<file path="config.mk">
export PLATFORM = sky130hd
export DESIGN_NAME = mmio_top
export DESIGN_NICKNAME = d
export VERILOG_FILES = /design/src/source/mmio_pkg.sv /design/src/source/mmio_ctrl.sv /design/src/source/mem_bridge.sv /design/src/source/periph_bank.sv /design/src/source/mmio_top.sv
export SDC_FILE = /design/constraint.sdc
export NUM_CORES = 1
export LEC_CHECK = 0
export BUFFER_PORTS_ARGS = -buffer_cell sky130_fd_sc_hd__buf_2
export CORE_ASPECT_RATIO = 1.2
export CORE_UTILIZATION = 45
export CTS_CLUSTER_SIZE = 30
export DETAILED_ROUTE_END_ITERATION = 16
export PLACE_DENSITY = 0.72
export REMOVE_ABC_BUFFERS = 1
export SLEW_MARGIN = 40
export SYNTH_ARGS = -nofsm -noshare
export SYNTH_HDL_FRONTEND = slang
export SYNTH_SLANG_ARGS = --single-unit
</file>
<file path="constraint.sdc">
create_clock -name clk -period 1.9 [get_ports clk]
set_input_delay 0.285 -clock clk [delete_from_list [all_inputs] [get_ports clk]]
set_output_delay 0.285 -clock clk [all_outputs]
set_load 0.005 [all_outputs]
</file>
<file path="src/source/mmio_pkg.sv">
package mmio_pkg;

    localparam int WORD_BITS = 32;

    // data and address words share one width
    typedef logic [WORD_BITS-1:0] word_t;

    // kind of an accepted CPU request
    typedef enum logic [1:0] {
        REQ_READ  = 2'd0,  // data load
        REQ_FETCH = 2'd1,  // instruction fetch
        REQ_WRITE = 2'd2   // data store
    } req_kind_t;

    // where a request ends up after address decode
    typedef enum logic [2:0] {
        TGT_MEM       = 3'd0,  // low memory window
        TGT_SPI_CMD   = 3'd1,  // spi command and counter
        TGT_SPI_PARAM = 3'd2,  // spi parameter word
        TGT_I2C       = 3'd3,  // touch coordinates, read only
        TGT_NONE      = 3'd4   // unmapped, completes with zero
    } target_t;

endpackage

</file>
<file path="src/source/mmio_ctrl.sv">
module mmio_ctrl #(
    parameter int              MEM_WORDS      = 2048,
    parameter mmio_pkg::word_t SPI_CMD_ADDR   = 32'd121212,
    parameter mmio_pkg::word_t SPI_PARAM_ADDR = 32'd333333,
    parameter mmio_pkg::word_t I2C_ADDR       = 32'd923923
) (
    input  logic               clk,
    input  logic               nRst,
    // cpu side
    input  logic               read_i,
    input  logic               fetch_i,
    input  logic               write_i,
    input  mmio_pkg::word_t    addr_i,
    input  mmio_pkg::word_t    wdata_i,
    output logic               busy_o,
    output logic               done_o,
    output mmio_pkg::word_t    rdata_o,
    // memory bridge
    output logic               mem_start_o,
    output logic               mem_we_o,
    output mmio_pkg::word_t    mem_addr_o,
    output mmio_pkg::word_t    mem_wdata_o,
    input  logic               mem_done_i,
    input  mmio_pkg::word_t    mem_rdata_i,
    // peripheral bank
    output logic               per_start_o,
    output mmio_pkg::target_t  per_target_o,
    output mmio_pkg::word_t    per_wdata_o,
    input  logic               per_ready_i,
    input  logic               per_done_i,
    input  mmio_pkg::word_t    per_rdata_i
);
    import mmio_pkg::*;

    typedef enum logic [1:0] {
        ST_IDLE,
        ST_ISSUE,  // waiting for the target to take the request
        ST_WAIT    // target busy, waiting for its done
    } state_t;

    state_t    state;
    req_kind_t kind_q;
    target_t   target_q;
    word_t     addr_q;
    word_t     wdata_q;

    logic      req_valid;
    req_kind_t req_kind;
    target_t   req_target;
    logic      tgt_mem;
    logic      tgt_done;
    logic      finish;
    word_t     resp_data;

    // strobe classification
    always_comb begin
        req_valid = 1'b1;
        req_kind  = REQ_READ;
        if (write_i) begin
            req_kind  = REQ_WRITE;
            req_valid = !(read_i || fetch_i); // write mixed with a read is dropped
        end else if (fetch_i) begin
            req_kind = REQ_FETCH;
        end else if (!read_i) begin
            req_valid = 1'b0;
        end
    end

    // address decode, direction matters for the fixed registers
    always_comb begin
        if (addr_i < word_t'(MEM_WORDS)) begin
            req_target = TGT_MEM;
        end else if (addr_i == SPI_CMD_ADDR) begin
            req_target = (req_kind == REQ_WRITE) ? TGT_SPI_CMD : TGT_NONE;
        end else if (addr_i == SPI_PARAM_ADDR) begin
            req_target = (req_kind == REQ_WRITE) ? TGT_SPI_PARAM : TGT_NONE;
        end else if (addr_i == I2C_ADDR) begin
            req_target = (req_kind == REQ_WRITE) ? TGT_NONE : TGT_I2C;
        end else begin
            req_target = TGT_NONE;
        end
    end

    assign tgt_mem  = (target_q == TGT_MEM);
    assign tgt_done = tgt_mem ? mem_done_i : per_done_i;

    // unmapped requests finish straight from issue
    assign finish = ((state == ST_ISSUE) && (target_q == TGT_NONE)) ||
                    ((state == ST_WAIT) && tgt_done);

    always_comb begin
        if ((kind_q == REQ_WRITE) || (target_q == TGT_NONE)) begin
            resp_data = '0;
        end else if (tgt_mem) begin
            resp_data = mem_rdata_i;
        end else begin
            resp_data = per_rdata_i;
        end
    end

    always_ff @(posedge clk, negedge nRst) begin
        if (!nRst) begin
            state    <= ST_IDLE;
            kind_q   <= REQ_READ;
            target_q <= TGT_NONE;
            addr_q   <= '0;
            wdata_q  <= '0;
            busy_o   <= 1'b0;
            done_o   <= 1'b0;
            rdata_o  <= '0;
        end else begin
            done_o <= 1'b0; // single cycle pulse
            if (finish) begin
                state   <= ST_IDLE;
                busy_o  <= 1'b0;
                done_o  <= 1'b1;
                rdata_o <= resp_data;
            end else if ((state == ST_IDLE) && req_valid) begin
                state    <= ST_ISSUE;
                busy_o   <= 1'b1;
                kind_q   <= req_kind;
                target_q <= req_target;
                addr_q   <= addr_i;
                wdata_q  <= wdata_i;
            end else if ((state == ST_ISSUE) && (mem_start_o || per_start_o)) begin
                state <= ST_WAIT;
            end
        end
    end

    // bridge checks mem_busy itself, bank readiness is checked here
    assign mem_start_o = (state == ST_ISSUE) && tgt_mem;
    assign per_start_o = (state == ST_ISSUE) && !tgt_mem && (target_q != TGT_NONE) &&
                         per_ready_i;

    assign mem_we_o     = (kind_q == REQ_WRITE);
    assign mem_addr_o   = addr_q;
    assign mem_wdata_o  = wdata_q;
    assign per_target_o = target_q;
    assign per_wdata_o  = wdata_q;

endmodule

</file>
<file path="src/source/mem_bridge.sv">
module mem_bridge (
    input  logic            clk,
    input  logic            nRst,
    // from controller
    input  logic            mem_start_i,
    input  logic            mem_we_i,
    input  mmio_pkg::word_t mem_addr_i,
    input  mmio_pkg::word_t mem_wdata_i,
    output logic            mem_done_o,
    output mmio_pkg::word_t mem_rdata_o,
    // data memory bus
    input  mmio_pkg::word_t mem_rdata_i,
    input  logic            mem_busy_i,
    output mmio_pkg::word_t mem_addr_o,
    output mmio_pkg::word_t mem_wdata_o,
    output logic [3:0]      mem_sel_o,
    output logic            mem_read_o,
    output logic            mem_write_o
);

    typedef enum logic [1:0] {
        B_IDLE,
        B_ISSUE,  // bus still busy from the last access
        B_HOLD,   // strobe is on the bus this cycle
        B_WAIT    // memory working
    } bstate_t;

    bstate_t state;
    logic    we_q;
    logic    skip_q; // memory gets one cycle to raise busy

    assign mem_sel_o = 4'b1111; // always full words

    always_ff @(posedge clk, negedge nRst) begin
        if (!nRst) begin
            state       <= B_IDLE;
            we_q        <= 1'b0;
            skip_q      <= 1'b0;
            mem_addr_o  <= '0;
            mem_wdata_o <= '0;
            mem_rdata_o <= '0;
            mem_read_o  <= 1'b0;
            mem_write_o <= 1'b0;
            mem_done_o  <= 1'b0;
        end else begin
            mem_read_o  <= 1'b0;
            mem_write_o <= 1'b0;
            mem_done_o  <= 1'b0;
            case (state)
                B_IDLE: begin
                    if (mem_start_i) begin
                        state       <= B_ISSUE;
                        we_q        <= mem_we_i;
                        mem_addr_o  <= mem_addr_i;
                        mem_wdata_o <= mem_wdata_i;
                    end
                end
                B_ISSUE: begin
                    if (!mem_busy_i) begin
                        state       <= B_HOLD;
                        mem_read_o  <= !we_q;
                        mem_write_o <= we_q;
                    end
                end
                B_HOLD: begin
                    state  <= B_WAIT; // strobe drops by default
                    skip_q <= 1'b1;
                end
                B_WAIT: begin
                    if (skip_q) begin
                        skip_q <= 1'b0;
                    end else if (!mem_busy_i) begin
                        state      <= B_IDLE;
                        mem_done_o <= 1'b1;
                        if (!we_q) begin
                            mem_rdata_o <= mem_rdata_i;
                        end
                    end
                end
                default: state <= B_IDLE;
            endcase
        end
    end

endmodule

</file>
<file path="src/source/periph_bank.sv">
module periph_bank (
    input  logic              clk,
    input  logic              nRst,
    // from controller
    input  logic              per_start_i,
    input  mmio_pkg::target_t per_target_i,
    input  mmio_pkg::word_t   per_wdata_i,
    output logic              per_ready_o,
    output logic              per_done_o,
    output mmio_pkg::word_t   per_rdata_o,
    // spi engine
    input  logic              spi_busy_i,
    output logic [7:0]        spi_command_o,
    output logic [3:0]        spi_counter_o,
    output mmio_pkg::word_t   spi_params_o,
    output logic              spi_write_o,
    output logic              spi_enable_o,
    // i2c touch controller
    input  mmio_pkg::word_t   i2c_xy_i,
    input  logic              i2c_done_i,
    output logic              i2c_done_o
);
    import mmio_pkg::*;

    logic param_blocked;
    logic i2c_blocked;

    // only parameter writes and coordinate reads can stall
    assign param_blocked = (per_target_i == TGT_SPI_PARAM) && spi_busy_i;
    assign i2c_blocked   = (per_target_i == TGT_I2C) && !i2c_done_i;
    assign per_ready_o   = !(param_blocked || i2c_blocked);

    always_ff @(posedge clk, negedge nRst) begin
        if (!nRst) begin
            per_done_o    <= 1'b0;
            per_rdata_o   <= '0;
            spi_command_o <= '0;
            spi_counter_o <= '0;
            spi_params_o  <= '0;
            spi_write_o   <= 1'b0;
            spi_enable_o  <= 1'b0;
            i2c_done_o    <= 1'b0;
        end else begin
            i2c_done_o  <= i2c_done_i;
            per_done_o  <= per_start_i;
            spi_write_o <= 1'b0;
            if (per_start_i) begin
                per_rdata_o <= '0;
                case (per_target_i)
                    TGT_SPI_CMD: begin
                        spi_command_o <= per_wdata_i[7:0];
                        spi_counter_o <= per_wdata_i[11:8];
                        spi_enable_o  <= 1'b0; // new command, engine idle
                    end
                    TGT_SPI_PARAM: begin
                        spi_params_o <= per_wdata_i;
                        spi_write_o  <= 1'b1;
                        spi_enable_o <= 1'b1; // held until next command
                    end
                    TGT_I2C: per_rdata_o <= i2c_xy_i;
                    default: per_rdata_o <= '0;
                endcase
            end
        end
    end

endmodule

</file>
<file path="src/source/mmio_top.sv">
module mmio_top #(
    parameter int              MEM_WORDS      = 2048,
    parameter mmio_pkg::word_t SPI_CMD_ADDR   = 32'd121212,
    parameter mmio_pkg::word_t SPI_PARAM_ADDR = 32'd333333,
    parameter mmio_pkg::word_t I2C_ADDR       = 32'd923923
) (
    input  logic            clk,
    input  logic            nRst,
    // cpu memory handler
    input  logic            read_i,
    input  logic            fetch_i,
    input  logic            write_i,
    input  mmio_pkg::word_t addr_i,
    input  mmio_pkg::word_t wdata_i,
    output logic            busy_o,
    output logic            done_o,
    output mmio_pkg::word_t rdata_o,
    // data memory
    output mmio_pkg::word_t mem_addr_o,
    output mmio_pkg::word_t mem_wdata_o,
    output logic [3:0]      mem_sel_o,
    output logic            mem_read_o,
    output logic            mem_write_o,
    input  mmio_pkg::word_t mem_rdata_i,
    input  logic            mem_busy_i,
    // spi
    input  logic            spi_busy_i,
    output logic [7:0]      spi_command_o,
    output logic [3:0]      spi_counter_o,
    output mmio_pkg::word_t spi_params_o,
    output logic            spi_write_o,
    output logic            spi_enable_o,
    // i2c
    input  mmio_pkg::word_t i2c_xy_i,
    input  logic            i2c_done_i,
    output logic            i2c_done_o
);
    import mmio_pkg::*;

    logic    mem_start;
    logic    mem_we;
    word_t   mem_addr;
    word_t   mem_wdata;
    logic    mem_done;
    word_t   mem_rdata;

    logic    per_start;
    target_t per_target;
    word_t   per_wdata;
    logic    per_ready;
    logic    per_done;
    word_t   per_rdata;

    mmio_ctrl #(
        .MEM_WORDS     (MEM_WORDS),
        .SPI_CMD_ADDR  (SPI_CMD_ADDR),
        .SPI_PARAM_ADDR(SPI_PARAM_ADDR),
        .I2C_ADDR      (I2C_ADDR)
    ) u_ctrl (
        .clk         (clk),
        .nRst        (nRst),
        .read_i      (read_i),
        .fetch_i     (fetch_i),
        .write_i     (write_i),
        .addr_i      (addr_i),
        .wdata_i     (wdata_i),
        .busy_o      (busy_o),
        .done_o      (done_o),
        .rdata_o     (rdata_o),
        .mem_start_o (mem_start),
        .mem_we_o    (mem_we),
        .mem_addr_o  (mem_addr),
        .mem_wdata_o (mem_wdata),
        .mem_done_i  (mem_done),
        .mem_rdata_i (mem_rdata),
        .per_start_o (per_start),
        .per_target_o(per_target),
        .per_wdata_o (per_wdata),
        .per_ready_i (per_ready),
        .per_done_i  (per_done),
        .per_rdata_i (per_rdata)
    );

    mem_bridge u_bridge (
        .clk        (clk),
        .nRst       (nRst),
        .mem_start_i(mem_start),
        .mem_we_i   (mem_we),
        .mem_addr_i (mem_addr),
        .mem_wdata_i(mem_wdata),
        .mem_done_o (mem_done),
        .mem_rdata_o(mem_rdata),
        .mem_rdata_i(mem_rdata_i),
        .mem_busy_i (mem_busy_i),
        .mem_addr_o (mem_addr_o),
        .mem_wdata_o(mem_wdata_o),
        .mem_sel_o  (mem_sel_o),
        .mem_read_o (mem_read_o),
        .mem_write_o(mem_write_o)
    );

    periph_bank u_bank (
        .clk          (clk),
        .nRst         (nRst),
        .per_start_i  (per_start),
        .per_target_i (per_target),
        .per_wdata_i  (per_wdata),
        .per_ready_o  (per_ready),
        .per_done_o   (per_done),
        .per_rdata_o  (per_rdata),
        .spi_busy_i   (spi_busy_i),
        .spi_command_o(spi_command_o),
        .spi_counter_o(spi_counter_o),
        .spi_params_o (spi_params_o),
        .spi_write_o  (spi_write_o),
        .spi_enable_o (spi_enable_o),
        .i2c_xy_i     (i2c_xy_i),
        .i2c_done_i   (i2c_done_i),
        .i2c_done_o   (i2c_done_o)
    );

endmodule

</file>
# Word-level counts from Yosys, hierarchy flattened
# Cells that the tools add are included.
[word_totals]
reg_bits = 288
inputBits = 136
out_inout_bits = 151
wordCells = 121
[classes]
n_mux = 38
reduce_logical = 34
bitwise_logic = 4
magnitude_cmp = 1
eq_ne = 19
[op_table]
columns = ["cell", "count"]
rows = [
  ["two-way mux 32 bit", 3],
  ["== test 32 x 17 -> 1 bit (second input constant)", 1],
  ["== test 32 x 19 -> 1 bit (second input constant)", 1],
  ["== test 32 x 20 -> 1 bit (second input constant)", 1],
  ["less-than comparator 32 x 12 -> 1 bit (second input constant)", 1],
  ["two-way mux 3 bit", 7],
  ["two-way mux 1 bit", 17],
  ["two-way mux 2 bit", 8],
  ["== test 2 bit (second input constant)", 5],
  ["logical AND 1 bit", 10],
  ["AND reduction 2 bit", 5],
  ["!= test 2 bit (second input constant)", 4],
  ["case mux 2 bit (4 select lines)", 1],
  ["AND reduction 4 bit", 2],
  ["== test 3 x 2 -> 1 bit (second input constant)", 2],
  ["nonzero test 2 bit", 3],
  ["logical NOT 1 bit", 5],
  ["logical OR 1 bit", 5],
  ["== test 2 x 1 -> 1 bit (second input constant)", 2],
  ["logical NOT 2 bit", 2],
  ["inverter 1 bit", 4],
  ["case mux 1 bit (2 select lines)", 2],
  ["== test 3 x 1 -> 1 bit (second input constant)", 1],
  ["== test 3 bit (second input constant)", 1],
  ["3 further kinds", 3],
]

# Depth between registers and ports, before layout
[logic_depth]
ltp_word = 10
mapped_depth = 9
mapped_depth_nobuf = 6

# Cells and area by module
# Synthesis repeated with hierarchy kept, for this count alone.
[hier_totals]
hier_cells = 869
hier_area_um2 = 11967.7
[by_module_without_submodules]
columns = ["module", "instances", "area_each_um2", "seq_area_each_um2", "cells_per_inst"]
rows = [
  ["mmio_ctrl", 1, 4902.2, 2628.8, 419],
  ["mem_bridge", 1, 3963.8, 2577.5, 238],
  ["periph_bank", 1, 3101.7, 2001.9, 212],
]

# Least setup slack after synthesis
# OpenSTA, ideal clock, no wires.
[synth_timing]
kind = "reg-to-reg"
from = "reg u_ctrl.target_q[0] (netlist: u_ctrl.per_target_o[0])"
to = "reg u_ctrl.rdata_o[10]"
path_stages_with_launch = 9
t_arrival_ns = 1.925
setup_time_ns = 0.125
synth_period_minus_slack_ns = 2.050
required_time_ns = 1.775
setup_slack_ns = -0.150
cell_sequence = "dfrtp_1 > buf_4 > or2_0 > buf_2 > nor3b_1 > a21oi_1 > o21ai_2 > buf_6 > mux2_2"
[synth_between]
elab_chain_cells = 4
[synth_lines]
columns = ["item", "line", "rtl"]
rows = [
  ["from (decl)", "mmio_ctrl.sv:43", "target_t target_q;"],
  ["from (signal assigned)", "mmio_ctrl.sv:122", "target_q <= req_target;"],
  ["logical NOT 3 bit", "mmio_ctrl.sv:84", "assign tgt_mem = (target_q == TGT_MEM);"],
  ["two-way mux 1 bit", "mmio_ctrl.sv:85", "assign tgt_done = tgt_mem ? mem_done_i : per_done_i;"],
  ["logical AND 1 bit", "mmio_ctrl.sv:89", "((state == ST_WAIT) && tgt_done);"],
  ["logical OR 1 bit", "mmio_ctrl.sv:88", "assign finish = ((state == ST_ISSUE) && (target_q == TGT_NONE)) ||"],
  ["to (signal assigned)", "mmio_ctrl.sv:117", "rdata_o <= resp_data;"],
  ["to (decl)", "mmio_ctrl.sv:17", "output mmio_pkg::word_t rdata_o,"],
]
# Several ways; a longest one is shown, not always the timed one.
# A chain may end at the register's enable or synchronous reset.

# Worst setup path after layout
[layout_timing]
from = "reg u_ctrl.target_q[0] (netlist: u_ctrl.per_target_o[0])"
to = "reg u_bank.spi_params_o[27]"
[layout_between]
elab_chain_cells = 6
[layout_lines]
columns = ["item", "line", "rtl"]
rows = [
  ["== test 3 x 2 -> 1 bit (tied with other cells)", "periph_bank.sv:29, periph_bank.sv:49", ""],
  ["logical AND 1 bit (tied with other cells)", "periph_bank.sv:29", "assign param_blocked = (per_target_i == TGT_SPI_PARAM) && spi_busy_i;"],
  ["logical OR 1 bit / logical AND 1 bit (equally long branches)", "periph_bank.sv:31, mmio_ctrl.sv:133", ""],
  ["logical NOT 1 bit / logical AND 1 bit (equally long branches)", "periph_bank.sv:31, mmio_ctrl.sv:133", ""],
  ["logical AND 1 bit", "mmio_ctrl.sv:133", "assign per_start_o = (state == ST_ISSUE) && !tgt_mem && (target_q != TGT_NONE) &&"],
  ["AND reduction 2 bit (no source line) (*)", "n/a", ""],
  ["to (signal assigned)", "periph_bank.sv:56", "spi_params_o <= per_wdata_i;"],
  ["to (decl)", "periph_bank.sv:15", "output mmio_pkg::word_t spi_params_o,"],
]
# Every way passes the cells marked *; elsewhere a longest branch is shown, timed or not.

==> impl_results.md <==
* Number of nets in the layout at between 1000 and 1500
* Synth warn at 0
* Root buffer cell: clkbuf_16
* Achievable Freq at just under 0.5 GHz
* Number of synthesized flops with an enable pin at 0
* Synth unique cells at between 40 and 50
* Die X at between 100 and 150 um
* Fin. max-slew vios at 0
* Clock latency on the worst-skew pair at ~0.55 ns
* Reg clk slew, reported paths at about 0.06 ns
* Top cells by area, synth: dfrtp_1, mux2_2, nor3_1
* Status: complete, but fails checks
* Hold Vio Cnt, Final at 0
* First drt pass iteration count at 6
* Worst hold path class: primary input to flip-flop
* Initial DRC Count at approximately 350
* Vias/cell at a little over 5
* Placed Area at 13760 sq um
* Max incr delay on CP at 0.43 ns
* Smallest hold slack at about 0.014 ns
* R2R cell count at 7
* Max Cap Viol at 0
* Count leader, synth: dfrtp_1
* # DRC at 0
* Antenna Violating Nets Remaining at 0
* Final Util at 0.6496
* Worst Path Arrival at 2.44 ns
* PD cells at approximately 1300 nW/um^2
* Largest net degree at the start of global routing at approximately 60
* Synth Flop Type: dfrtp_1
* Crit path kind: flip-flop to flip-flop
* Avg Inst Size Synth at between 10 and 15 sq um
* Synth Cell Area at about 12000 sq um
* Failing checks: negative setup slack
* Drt wl/cell at 19.00 um
* Fin Clk Skew at just under 0.008 ns
* Chip height at 178.0 um
* Hpwl dp at approximately 19000 um
* Worst vdd ir at approximately 0.84 mV
* Seq/Total Area, Yosys at 0.6207
* PortBufs at between 200 and 300
* Clk buf depth at 3
* Critical path cell sequence: nand3b_1 > a21oi_2 > or3_4 > nor3_4 > buf_12 > buf_16 > mux2_2
* Tmin final at between 2 and 2.5 ns
* Min-delay src: fetch_i
* Placeable Area at 25380 sq um
* Share of layout cells above drive strength 1 at 0.4918
* RR Endpoint: u_bank.spi_params_o[27]
* Clock net sink count at between 200 and 300
* Unrepaired setup endpoints after global routing: true
* All-layer global routing usage at 0.2278
* First-pass GRT wire length at approximately 47000 um
* Origin of the critical flop-to-flop path: u_ctrl.per_target_o[0]
* CP startpoint kind: flip-flop
* Vias post-DR at 8591
* CP required at around 2.3 ns
* Commonest cells in the synthesized netlist: dfrtp_1, mux2_2, nand2_1
* Layout area overhead at 42.01%
* Vias in the first global route at 9253
* Crit Path Max Fanout at 6
* Hold Path End: u_ctrl.kind_q[0]
* CTS buffer count at 30
* # rows at 64
* Crit path capture type: flip-flop
* Detailed-route wire length at between 30000 and 40000 um
* Crit-path slowest cell: dfrtp_2
* Number of setup violations in the final report at between 60 and 70
* Min-Delay Path Depth at 3
* GRT Residual Overflow at 0
* Leak at 0.008315 uW
* Mapped Cells at 870
* R2R Setup Slk at -0.12 ns
* Number of synthesized register bits at between 200 and 300
* Gpl congestion at between 0.7 and 0.8
* Fin crit share at 1.062
* Final WS setup at -0.1183 ns
* Total die area at roughly 26000 sq um
* Clock tree from TritonCTS: done
* Starting Density at 0.4575
* Ys async rst share at 1.000
* Initial antenna violation count at 2
* Post-synth top area share at 0.6185
* H-tree depth at 1
* Synth area leader: dfrtp_1
* # IOs at ~290
* Fin area at between 15000 and 20000 sq um
layout by cell type (no fill, tap or decap), types with 2 or more instances in the layout:
cell / count
nor4_2: 4
clkbuf_1: 8
nor2_1: 42
buf_6: 4
dfrtp_1: 285
or3_4: 3
mux2_4: 45
nor3_1: 66
nand4_1: 2
o31ai_1: 2
clkbuf_16: 36
dfrtp_2: 2
nand3_1: 32
nand2_1: 71
o21ai_0: 2
nor4_1: 2
nand2b_1: 5
buf_12: 17
a21oi_2: 2
buf_16: 2
or4_1: 3
inv_1: 6
dlygate4sd3_1: 118
buf_8: 3
nand3b_1: 5
buf_2: 280
a21oi_1: 5
clkinv_2: 7
mux2_2: 191
clkinvlp_4: 2
nor4bb_1: 2
buf_4: 37
clkbuf_8: 4
mux2_1: 2
clkinv_4: 2
ha_1: 5
conb_1: 4
per-stage QoR:
step           setup TNS (ns)  std cells  power [uW]  setup slack [ns]
2_1_floorplan         -333.62        817       12550            -1.818
3_3_place_gp           -7.855       1477       14780           -0.1627
3_5_place_dp           -12.04       1477       15070           -0.1906
4_1_cts                -2.983       1655       21100          -0.09242
5_1_grt                -7.644       1669       22630           -0.1623
6_report               -4.119       1669       21500           -0.1183
report_power, final:
part	internal, uW	switching [uW]	leakage (uW)	total, uW
registers	8150	1200	0.00368	9350
clock network	3280	2430	0.000470	5710
logic	3740	2700	0.00416	6430
total	15200	6330	0.00832	21500
metal layers:
layer / global-route usage / wire (um) / up-vias
met4: 0.07259 / 798 / 2
met1: 0.2723 / 12380 / 4298
met2: 0.3890 / 15710 / 334
met5: 0 / 13 / -
met3: 0.07187 / 2818 / 59
li1: - / - / 3898
registers in the layout, summed over array words and instances (netlist names), 3 cells and up:
register	count
u_ctrl.mem_wdata_o	32
u_bridge.mem_rdata_o	32
u_bridge.mem_addr_o	32
u_bridge.mem_wdata_o	32
u_ctrl.mem_addr_o	32
u_ctrl.rdata_o	32
u_bank.spi_params_o	32
u_bank.per_rdata_o	32
u_bank.spi_counter_o	4
u_bank.spi_command_o	8
u_ctrl.per_target_o	3
how the worst max path moves through the flow:
stage | endpoint | cells after the start | slack, ns | startpoint
global placement | u_ctrl.state[1] | 8 | -0.16 | u_ctrl.per_target_o[0]
detailed placement | u_ctrl.state[1] | 8 | -0.19 | u_ctrl.per_target_o[0]
floorplan | u_ctrl.state[1] | 5 | -1.82 | u_ctrl.per_target_o[0]
finish | u_bank.spi_params_o[27] | 7 | -0.12 | u_ctrl.per_target_o[0]
global route | u_bank.spi_params_o[31] | 7 | -0.16 | u_ctrl.per_target_o[0]
CTS | u_ctrl.rdata_o[0] | 8 | -0.09 | u_ctrl.per_target_o[0]
critical path, delay by kind of cell (launching register included):
| kind | cells | cell delay, ns |
|---|---|---|
| simple gates | 3 | 0.75 |
| buf+inv | 2 | 0.31 |
| mux | 1 | 0.34 |
| compound gates | 1 | 0.06 |
| flops | 1 | 0.43 |
repair_timing:
item / 4_1_cts / 5_1_grt
endpoints found under the hold margin: 165 / 0
setup buffers: 4 / 7
pin swaps: 0 / 8
hold buffers: 118 / 0
setup endpoints to repair: 161 / 159
resized for setup: 6 / 66
gates cloned: 1 / 7
final cells by class:
cell class                 count  area, sq um
fill                        1823         8894
sequential                   288         7211
multi-input combinational    522         4409
timing repair buffer         466         3471
clock buffer                  43        860.8
tap                          330        412.9
clock inverter                12        97.59
inverter                       7        26.28
antenna                        1        2.502
kinds of logic after synthesis:
logic type	Yosys count	share of synthesized area
flip-flops	288	0.6207
buffers and inverters	63	0.02661
XOR/XNOR	1	0.0007544
other	1	0.0003229
adder cells (fa/ha/maj)	5	0.005387
AND/OR/NAND/NOR	255	0.1052
AO/OA/AOI/OAI	18	0.009374
multiplexers	239	0.2317
Note: power is estimated with default switching activity, not from simulation.
